===== config.mk =====
export PLATFORM = sky130hd
export DESIGN_NAME = iotdf_top
export DESIGN_NICKNAME = d
export VERILOG_FILES = /design/src/iotdf_pkg.sv /design/src/iot_byte_loader.sv /design/src/iot_crc3.sv /design/src/iot_extreme_pair.sv /design/src/iot_filter_core.sv /design/src/iotdf_top.sv
export SDC_FILE = /design/constraint.sdc
export NUM_CORES = 1
export LEC_CHECK = 0
export BUFFER_PORTS_ARGS = -buffer_cell sky130_fd_sc_hd__buf_2
export CELL_PAD_IN_SITES_DETAIL_PLACEMENT = 0
export CELL_PAD_IN_SITES_GLOBAL_PLACEMENT = 1
export CORE_MARGIN = 1.5
export CORE_UTILIZATION = 30
export DETAILED_ROUTE_END_ITERATION = 8
export PLACE_DENSITY_LB_ADDON = 0.1
export SYNTH_ARGS = -nofsm -noshare
export SYNTH_HDL_FRONTEND = slang
export SYNTH_SLANG_ARGS = --single-unit
export TNS_END_PERCENT = 1

===== constraint.sdc =====
create_clock -name clk -period 14.7 [get_ports clk]
set_clock_uncertainty 0.1 [all_clocks]
set_input_delay 0 -clock clk [delete_from_list [all_inputs] [get_ports clk]]
set_output_delay 0 -clock clk [all_outputs]
set_load 0.01 [all_outputs]

===== src/iotdf_pkg.sv =====
package iotdf_pkg;

  // data path widths
  localparam int BYTE_W          = 8;
  localparam int WORD_W          = 128;
  localparam int BYTES_PER_WORD  = WORD_W / BYTE_W;
  localparam int WORDS_PER_GROUP = 8;

  // crc-3, polynomial x^3 + x + 1 without the implicit top term
  localparam int CRC_W = 3;
  localparam logic [CRC_W-1:0] CRC_POLY = 3'b011;

  // function select codes
  localparam int FN_W = 3;
  localparam logic [FN_W-1:0] FN_CRC_GEN  = 3'd3;
  localparam logic [FN_W-1:0] FN_TOP2MAX  = 3'd4;
  localparam logic [FN_W-1:0] FN_LAST2MIN = 3'd5;

  // one data word, seen either as bytes or as a single unsigned number
  // bytes[15] is the most significant byte and the first one to arrive
  typedef union packed {
    logic [BYTES_PER_WORD-1:0][BYTE_W-1:0] bytes;
    logic [WORD_W-1:0]                     value;
  } iot_word_t;

endpackage


===== src/iot_byte_loader.sv =====
`timescale 1ns/1ns

module iot_byte_loader
  import iotdf_pkg::*;
(
  input  logic              clk,
  input  logic              i_rst,
  input  logic              i_in_en,
  input  logic [BYTE_W-1:0] i_byte,
  output iot_word_t         o_word,
  output logic              o_word_valid
);

  localparam int CNT_W = $clog2(BYTES_PER_WORD);

  logic [CNT_W-1:0] byte_cnt;
  logic [CNT_W-1:0] byte_idx;
  logic             last_byte;
  iot_word_t        fill_q;
  iot_word_t        fill_d;

  // first byte lands in the top slot
  assign byte_idx  = CNT_W'(BYTES_PER_WORD - 1) - byte_cnt;
  assign last_byte = i_in_en && (byte_cnt == CNT_W'(BYTES_PER_WORD - 1));

  always_comb begin
    fill_d = fill_q;
    fill_d.bytes[byte_idx] = i_byte;
  end

  always_ff @(posedge clk or posedge i_rst) begin
    if (i_rst) begin
      byte_cnt     <= '0;
      o_word_valid <= 1'b0;
    end else begin
      o_word_valid <= last_byte;
      if (i_in_en) begin
        // wraps to zero after the sixteenth byte
        byte_cnt <= byte_cnt + 1'b1;
      end
    end
  end

  // assembly register and the completed word handed to the core
  always_ff @(posedge clk) begin
    if (i_in_en) begin
      fill_q <= fill_d;
    end
    if (last_byte) begin
      o_word <= fill_d;
    end
  end

  // a word takes sixteen bytes, so strobes are always spaced apart
  a_word_valid_single : assert property (
    @(posedge clk) disable iff (i_rst)
    o_word_valid |=> !o_word_valid
  );

endmodule


===== src/iot_crc3.sv =====
`timescale 1ns/1ns

module iot_crc3
  import iotdf_pkg::*;
(
  input  iot_word_t         i_word,
  output logic [CRC_W-1:0]  o_crc
);

  logic [CRC_W-1:0] rem;
  logic             feedback;

  // bitwise long division, msb first, zero seed
  // the result equals word * x^3 mod (x^3 + x + 1)
  always_comb begin
    rem      = '0;
    feedback = 1'b0;
    for (int i = WORD_W - 1; i >= 0; i--) begin
      feedback = rem[CRC_W-1] ^ i_word.value[i];
      rem      = {rem[CRC_W-2:0], 1'b0};
      if (feedback) begin
        rem = rem ^ CRC_POLY;
      end
    end
  end

  // no final inversion
  assign o_crc = rem;

endmodule


===== src/iot_extreme_pair.sv =====
`timescale 1ns/1ns

module iot_extreme_pair
  import iotdf_pkg::*;
(
  input  logic              clk,
  input  logic              i_rst,
  input  logic              i_word_valid,
  input  iot_word_t         i_word,
  input  logic              i_find_max,
  output logic [WORD_W-1:0] o_result,
  output logic              o_result_valid
);

  localparam int CNT_W = $clog2(WORDS_PER_GROUP);

  logic [WORD_W-1:0] primary;
  logic [WORD_W-1:0] secondary;
  logic [CNT_W-1:0]  word_cnt;
  logic              first_word;
  logic              last_word;
  logic              beyond_primary;
  logic              beyond_secondary;
  logic              unload_first;
  logic              unload_second;

  assign first_word = (word_cnt == '0);
  assign last_word  = i_word_valid && (word_cnt == CNT_W'(WORDS_PER_GROUP - 1));

  // strict compare, so equal words never displace a held one
  assign beyond_primary = i_find_max ? (i_word.value > primary)
                                     : (i_word.value < primary);
  assign beyond_secondary = i_find_max ? (i_word.value > secondary)
                                       : (i_word.value < secondary);

  always_ff @(posedge clk or posedge i_rst) begin
    if (i_rst) begin
      word_cnt      <= '0;
      unload_first  <= 1'b0;
      unload_second <= 1'b0;
    end else begin
      // two-cycle unload right after the group's last word is folded in
      unload_first  <= last_word;
      unload_second <= unload_first;
      if (i_word_valid) begin
        word_cnt <= word_cnt + 1'b1;
      end
    end
  end

  always_ff @(posedge clk) begin
    if (i_word_valid) begin
      if (first_word) begin
        primary <= i_word.value;
        // preset so that any real word can win the second place
        secondary <= i_find_max ? '0 : '1;
      end else if (beyond_primary) begin
        primary   <= i_word.value;
        secondary <= primary;
      end else if (beyond_secondary) begin
        secondary <= i_word.value;
      end
    end
  end

  // primary first, then secondary
  assign o_result       = unload_first ? primary : secondary;
  assign o_result_valid = unload_first || unload_second;

  // the loader needs sixteen cycles per word, far more than the unload
  a_no_word_in_unload : assert property (
    @(posedge clk) disable iff (i_rst)
    (unload_first || unload_second) |-> !i_word_valid
  );

endmodule


===== src/iot_filter_core.sv =====
`timescale 1ns/1ns

module iot_filter_core
  import iotdf_pkg::*;
(
  input  logic              clk,
  input  logic              i_rst,
  input  logic [FN_W-1:0]   i_fn_sel,
  input  logic              i_word_valid,
  input  iot_word_t         i_word,
  output logic              o_valid,
  output logic [WORD_W-1:0] o_iot_out
);

  logic              crc_mode;
  logic              minmax_mode;
  logic [CRC_W-1:0]  crc;
  logic [WORD_W-1:0] pair_result;
  logic              pair_valid;
  logic              take_crc;
  logic              take_pair;

  // only the crc, max and min codes produce results
  assign crc_mode    = (i_fn_sel == FN_CRC_GEN);
  assign minmax_mode = (i_fn_sel == FN_TOP2MAX) || (i_fn_sel == FN_LAST2MIN);

  iot_crc3 u_crc3 (
    .i_word (i_word),
    .o_crc  (crc)
  );

  // tracker only sees words in the min/max modes
  iot_extreme_pair u_extreme_pair (
    .clk            (clk),
    .i_rst          (i_rst),
    .i_word_valid   (i_word_valid && minmax_mode),
    .i_word         (i_word),
    .i_find_max     (i_fn_sel == FN_TOP2MAX),
    .o_result       (pair_result),
    .o_result_valid (pair_valid)
  );

  assign take_crc  = crc_mode && i_word_valid;
  assign take_pair = minmax_mode && pair_valid;

  always_ff @(posedge clk or posedge i_rst) begin
    if (i_rst) begin
      o_valid   <= 1'b0;
      o_iot_out <= '0;
    end else begin
      o_valid <= take_crc || take_pair;
      if (take_crc) begin
        o_iot_out <= WORD_W'(crc);
      end else if (take_pair) begin
        o_iot_out <= pair_result;
      end
    end
  end

  // a result under an unsupported code means the code moved without a reset
  a_silent_on_unsupported : assert property (
    @(posedge clk) disable iff (i_rst)
    !(crc_mode || minmax_mode) |-> !o_valid && !pair_valid
  );

endmodule


===== src/iotdf_top.sv =====
`timescale 1ns/1ns

module iotdf_top
  import iotdf_pkg::*;
(
  input  logic              clk,
  input  logic              i_rst,
  input  logic              i_in_en,
  input  logic [BYTE_W-1:0] i_iot_in,
  input  logic [FN_W-1:0]   i_fn_sel,
  output logic              o_valid,
  output logic [WORD_W-1:0] o_iot_out
);

  logic      word_valid;
  iot_word_t word;

  // byte stream to 128-bit words
  iot_byte_loader u_byte_loader (
    .clk          (clk),
    .i_rst        (i_rst),
    .i_in_en      (i_in_en),
    .i_byte       (i_iot_in),
    .o_word       (word),
    .o_word_valid (word_valid)
  );

  // crc or min/max selection on complete words
  iot_filter_core u_filter_core (
    .clk          (clk),
    .i_rst        (i_rst),
    .i_fn_sel     (i_fn_sel),
    .i_word_valid (word_valid),
    .i_word       (word),
    .o_valid      (o_valid),
    .o_iot_out    (o_iot_out)
  );

endmodule


==> results.json, run 1 <==
{
  "root_buffer": "clkbuf_16",
  "holdCritPathClass": "in2reg",
  "drt-met1-wl_um": 48700,
  "yosysSeqAreaShare_pct": 55.9,
  "p_clk_share_pct": 37.6,
  "holdPathStages": 2,
  "clk-insertion-delay-late_ps": 650,
  "critical_path_arrival_ps": 6950,
  "endpoint_kind": "flop",
  "layout.nets": 3049,
  "fin_tns_setup_ps": 0,
  "wl_per_cell_um": 23.7,
  "wl_um": 103000,
  "dr_wl_met2_um": 49300,
  "async_flop_share_pct": 21.4,
  "cp_max_fo": 56,
  "grt_max_degree": 95,
  "synth_ff_type": "edfxtp_1",
  "rrSetupSlack_ps": 8140,
  "rows": 122,
  "max_freq_ghz": 0.152,
  "post-synth-top-count-cell": "edfxtp_1",
  "netlist_instances": 2618,
  "grt_antenna_before_repair": 4,
  "htreeDepth": 3,
  "area_delta_synth_final_pct": 14.6,
  "top_layer_used": "met4",
  "start_util_pct": 30.4,
  "ant_nets": 0,
  "pwr-share-seq_pct": 42.4,
  "startpoint_type": "flop",
  "hold_viol": 0,
  "reg2reg_from": "u_byte_loader.o_word[59]$_DFFE_PP_",
  "ys_ff_latch": 651,
  "fill_cells": 11100,
  "cts_sinks": 651,
  "synth_edf_count": 512,
  "hold_end": "u_byte_loader.o_word[16]$_DFFE_PP_",
  "dieArea_sq_um": 115000,
  "setup_viol": 0,
  "p_int_uw": 3820,
  "tightest_slew_ps": 1260,
  "clock_path_buffers": 3,
  "status": "completed",
  "cellLeakagePower_uw": 0.0154,
  "regArea_sq_um": 18900,
  "timing.rr.end": "u_filter_core.u_extreme_pair.secondary[90]$_DFFE_PP_",
  "fin_crit_sh_pct": 44.6,
  "netlist_top_cells_count": "edfxtp_1 (512), nand2_1 (295), inv_1 (268), ha_1 (263), o21ai_0 (160)",
  "swShare_pct": 29.0,
  "remaining_drc_errors": 0,
  "ir_drop_uv": 125,
  "place_ws_ps": 7970,
  "path_clk_slew_ps": 60,
  "switching_power_uw": 1560,
  "postCtsSetupBuffers": 0,
  "cts_buffers": 83,
  "synthTopCellsByArea": "edfxtp_1 (46%), dfrtp_1 (10%), ha_1 (9.8%)",
  "crit_type": "reg2reg",
  "rsz0062_at_grt": "no",
  "hpwl_um": 70400,
  "syn_avg_cell_area_sq_um": 12.9,
  "crit_required_ps": 15090,
  "firstDrtPassIters": 5,
  "chipHeight_um": 338,
  "die_w_um": 338,
  "io_pins": 143,
  "grt_pass1_wl_um": 154000,
  "multiInputGateArea_sq_um": 13300,
  "drt_iter0_markers": 1198,
  "cts_resized": 0,
  "io_buffer_count": 142,
  "worst_slack_ps": 8140,
  "r2r_cells": 13,
  "ys.warnings.count": 0,
  "synth_top_area_share_pct": 45.6,
  "synth_fp_nets": 2895,
  "drive_above_1_share_pct": 18.6,
  "pwr-share-comb_pct": 20.0,
  "wl_met3_um": 3210,
  "vias_per_cell": 4.84,
  "vias": 21000,
  "place_area_sq_um": 35900,
  "ys_types": 60,
  "coreArea_sq_um": 111000,
  "grtUsageTotal_pct": 18.0,
  "slew_headroom_pct": 14.9,
  "stdcell_area_sq_um": 38700,
  "grt_overflow_total": 0,
  "grt_pass1_vias": 22200,
  "drv_cap": 0,
  "period_needed_ps": 6560,
  "power_density_nw_per_um2": 139,
  "drv_slew": 0,
  "cts_tree": "done",
  "hold_start": "i_iot_in[0]",
  "synth_area_leader_cell": "edfxtp_1",
  "synth_area_sq_um": 33700,
  "total_power_uw": 5380,
  "place_congestion": 0.800
}
## logic make-up after synthesis
| kind of cell | count (synthesis) | share of synthesized area (%) |
|---|---|---|
| flip-flops | 651 | 55.9 |
| XOR/XNOR | 146 | 3.83 |
| buffers and inverters | 369 | 4.94 |
| AO/OA/AOI/OAI | 474 | 11.5 |
| multiplexers | 260 | 8.20 |
| adder cells (fa/ha/maj) | 263 | 9.75 |
| AND/OR/NAND/NOR | 455 | 5.97 |
## worst max path at each step
stage	from	endpoint	cells past startpoint
after global routing	u_byte_loader.o_word[59]$_DFFE_PP_	u_filter_core.u_extreme_pair.secondary[90]$_DFFE_PP_	13
final	u_byte_loader.o_word[59]$_DFFE_PP_	u_filter_core.u_extreme_pair.secondary[90]$_DFFE_PP_	13
after floorplan	u_byte_loader.o_word[66]$_DFFE_PP_	u_filter_core.u_extreme_pair.secondary[0]$_DFFE_PP_	10
after global placement	u_byte_loader.o_word[59]$_DFFE_PP_	u_filter_core.u_extreme_pair.secondary[90]$_DFFE_PP_	13
after detailed placement	u_byte_loader.o_word[59]$_DFFE_PP_	u_filter_core.u_extreme_pair.secondary[87]$_DFFE_PP_	13
after CTS	u_byte_loader.o_word[59]$_DFFE_PP_	u_filter_core.u_extreme_pair.secondary[60]$_DFFE_PP_	13
## area by class of cell
| type | count | area share, % |
|---|---|---|
| flip-flops and latches | 651 | 48.8 |
| multi-input cells | 1598 | 34.4 |
| clock buffers | 110 | 5.98 |
| well taps | 1488 | 4.82 |
| inverters | 268 | 2.61 |
| repair buffers | 170 | 2.43 |
| clock inverters | 43 | 0.961 |
| diodes | 2 | 0.0129 |
## critical path, stage by stage, from the launching register on
cell,delay [ps]
edfxtp_1,560
ha_1,380
nand4_1,90
or2_2,330
nor4_1,910
nand3_1,260
nor3_1,530
nand4_1,150
nand2_1,130
o21bai_1,260
o21a_4,720
buf_4,1010
buf_4,730
a2bb2oi_2,170
## cells in the final DEF (no fill, tap or decap), types with 11 or more instances in the layout
cell,instances
mux2i_1,129
nor2_1,31
inv_1,267
a21o_1,72
nand2_1,295
buf_2,141
a2bb2oi_2,100
clkinv_2,14
clkinv_1,16
nor3_1,14
nand3_1,16
nand4_1,56
mux2_2,130
xnor2_1,127
buf_4,23
a2bb2oi_1,29
clkbuf_1,17
edfxtp_1,512
o21ai_0,159
ha_1,263
nor2b_1,11
clkbuf_16,86
a21oi_1,54
dfrtp_1,138
xor2_1,18
## power groups by stage
stage | Clock [uW] | Sequential (uW) | Combinational (uW)
global route | 2160 | 2290 | 1170
finish | 2020 | 2280 | 1080
detailed placement | 0 | 2320 | 1090
CTS | 2090 | 2280 | 1090
global placement | 0 | 2310 | 1080
floorplan | 0 | 2280 | 782
## stage by stage
step / hold WS, ps / std cells / utilization, %
3_3_place_gp: -86.1 / 4169 / 32.3
6_report: 103 / 4330 / 34.8
3_5_place_dp: -82.6 / 4169 / 32.3
4_1_cts: 46.6 / 4328 / 34.8
2_1_floorplan: -8.95 / 2618 / -
5_1_grt: 74.6 / 4328 / 34.8
## what timing repair did
action | CTS | global route
setup endpoints to repair | 0 | 0
hold endpoints to repair | 158 | 0
hold buffers | 6 | 0
## per-layer routing
layer	vias to the layer above	GRT usage [%]
li1	9866	-
met1	10700	24.8
met2	329	30.2
met3	94	2.32
met4	0	4.01
met5	-	0
## flip-flops by register name (all words and copies together), names as in the netlist
name / cells
u_byte_loader.o_word_valid: 1
u_filter_core.o_iot_out: 128
u_filter_core.u_extreme_pair.unload_second: 1
u_filter_core.u_extreme_pair.secondary: 128
u_filter_core.u_extreme_pair.word_cnt: 3
u_filter_core.u_extreme_pair.primary: 128
u_byte_loader.o_word: 128
u_byte_loader.byte_cnt: 4
u_filter_core.o_valid: 1
u_filter_core.u_extreme_pair.unload_first: 1
u_byte_loader.fill_q: 128
No activity file was read; power rests on OpenSTA's default activity.
==> run 2, diff against run 1 <==
==> constraint.sdc (replaced) <==
create_clock -name clk -period 5.55 [get_ports clk]
set_clock_uncertainty 0.1 [all_clocks]
set_input_delay 0 -clock clk [delete_from_list [all_inputs] [get_ports clk]]
set_output_delay 0 -clock clk [all_outputs]
set_load 0.01 [all_outputs]
==> results.json, run 2 (synthesized netlist as in run 1, its figures left out) <==
{
  "reg2reg_from": "u_byte_loader.o_word[75]$_DFFE_PP_",
  "setup_viol": 0,
  "cts_sinks": 651,
  "start_util_pct": 30.4,
  "grt_pass1_vias": 22100,
  "critical_path_arrival_ps": 4860,
  "hold_viol": 0,
  "multiInputGateArea_sq_um": 13300,
  "crit_required_ps": 5740,
  "cts_resized": 0,
  "clk-insertion-delay-late_ps": 650,
  "critical_path.startpoint": "u_byte_loader.o_word[75]$_DFFE_PP_",
  "swShare_pct": 28.5,
  "crit_path_frequent_cell": "a221o_1",
  "area_delta_synth_final_pct": 15.5,
  "path_cells": "ha_1 > and4_1 > a221o_1 > a221o_1 > a21oi_1 > o21ai_0 > o311ai_0 > buf_4 > nor4b_2 > mux2i_1 > a41oi_4 > buf_12",
  "ant_nets": 0,
  "grt_max_degree": 80,
  "fill_cells": 11000,
  "drv_slew": 0,
  "dieArea_sq_um": 115000,
  "period_needed_ps": 4670,
  "holdCritPathClass": "in2reg",
  "ir_drop_uv": 375,
  "vias_per_cell": 4.79,
  "ctsHoldBuffers": 6,
  "startpoint_type": "flop",
  "drt_iter0_markers": 1248,
  "cp_max_fo": 49,
  "grt_pass1_wl_um": 152000,
  "drv_cap": 0,
  "drive_above_1_share_pct": 19.1,
  "pwr-share-seq_pct": 41.9,
  "htreeDepth": 3,
  "chipHeight_um": 338,
  "tightest_slew_ps": 891,
  "crit_family": "compound AO/OA/AOI/OAI gates",
  "firstDrtPassIters": 5,
  "clock_path_buffers": 3,
  "cellLeakagePower_uw": 0.0156,
  "cpMaxStageDelayCell": "o311ai_0",
  "p_int_uw": 10300,
  "grt_overflow_total": 0,
  "hold_start": "i_iot_in[6]",
  "crit_type": "reg2reg",
  "vias": 20800,
  "status": "completed",
  "cts_tree": "done",
  "fin_tns_setup_ps": 0,
  "hpwl_um": 71100,
  "grtUsageTotal_pct": 17.7,
  "final_common_cell": "edfxtp_1",
  "max_freq_ghz": 0.214,
  "regArea_sq_um": 18900,
  "layout.nets": 3062,
  "place_congestion": 0.816,
  "fin_crit_sh_pct": 84.2,
  "io_buffer_count": 142,
  "root_buffer": "clkbuf_16",
  "path_clk_slew_ps": 60,
  "postCtsSetupBuffers": 0,
  "power_density_nw_per_um2": 369,
  "slew_headroom_pct": 40.6,
  "wl_per_cell_um": 23.4,
  "coreArea_sq_um": 111000,
  "slowest_delay_ps": 520,
  "most-common-layout-cells": "edfxtp_1 (512), nand2_1 (295), inv_1 (267), ha_1 (263), o21ai_0 (159)",
  "switching_power_uw": 4110,
  "rows": 122,
  "grt_antenna_before_repair": 3,
  "pwr-share-comb_pct": 20.0,
  "endpoint_kind": "flop",
  "rsz0062_at_grt": "no",
  "remaining_drc_errors": 0,
  "num_antenna_cells": 0,
  "holdWs_ps": 83.4,
  "cts_buffers": 82,
  "die_w_um": 338,
  "wl_um": 101000,
  "path_buf_inv": 2,
  "io_pins": 143,
  "p_clk_share_pct": 38.1
}
## run 2: cell types whose count changed in the layout (fill, tap and decap cells not counted), moves of 3 or more
cell / change
buf_12: +13
clkinv_1: -9
clkbuf_1: +6
bufinv_16: +4
clkbuf_8: +4
clkinv_2: -4
clkbuf_16: -3
clkinv_8: -3
inv_6: +3
## run 2: metal layers
layer  vias to the layer above  part of all wire [%]  global-route usage, %
met5                         -                     0                      0
met4                         0                   2.2                   4.40
met3                       115                   2.8                   2.29
met2                       305                    47                   29.2
met1                     10500                    48                   24.5
li1                       9874                     -                      -
## run 2: final timing paths
check                                                                  endpoint  slack (ps)  cells past startpoint
setup / recovery           u_filter_core.u_extreme_pair.secondary[42]$_DFFE_PP_         880                     12
hold / removal                              u_byte_loader.o_word[110]$_DFFE_PP_          80                      2
setup reg to reg           u_filter_core.u_extreme_pair.secondary[42]$_DFFE_PP_         880                     12
hold reg to reg                         u_filter_core.o_iot_out[18]$_DFFE_PP0P_         370                      2
max in group asynchronous               u_filter_core.o_iot_out[85]$_DFFE_PP0P_        3530                      5
min in group asynchronous               u_filter_core.o_iot_out[34]$_DFFE_PP0P_         470                      4
## run 2: power groups by stage
stage / logic [uW] / clock network (uW) / registers (uW)
2_1_floorplan: 2080 / 0 / 6040
3_3_place_gp: 2890 / 0 / 6130
3_5_place_dp: 2940 / 0 / 6140
4_1_cts: 2940 / 5670 / 6040
5_1_grt: 3140 / 5830 / 6070
6_report: 2880 / 5480 / 6030
## run 2: layout make-up
cell class              count  share of cell area [%]
flip-flops and latches    651                    48.4
multi-input cells        1598                    34.2
clock buffers             117                    5.94
well taps                1488                    4.78
repair buffers            184                    3.09
inverters                 268                    2.59
clock inverters            34                    1.06
## run 2: through the flow
| stage | util, % | total power, uW | area [sq um] | std cells | setup slack [ps] |
|---|---|---|---|---|---|
| 2_1_floorplan | - | 8120 | 33800 | 2618 | -1320 |
| 3_3_place_gp | 32.6 | 9020 | 36200 | 4183 | 956 |
| 3_5_place_dp | 32.6 | 9070 | 36200 | 4183 | 906 |
| 4_1_cts | 35.1 | 14700 | 39000 | 4340 | 897 |
| 5_1_grt | 35.1 | 15000 | 39000 | 4340 | 722 |
| 6_report | 35.1 | 14400 | 39000 | 4340 | 878 |
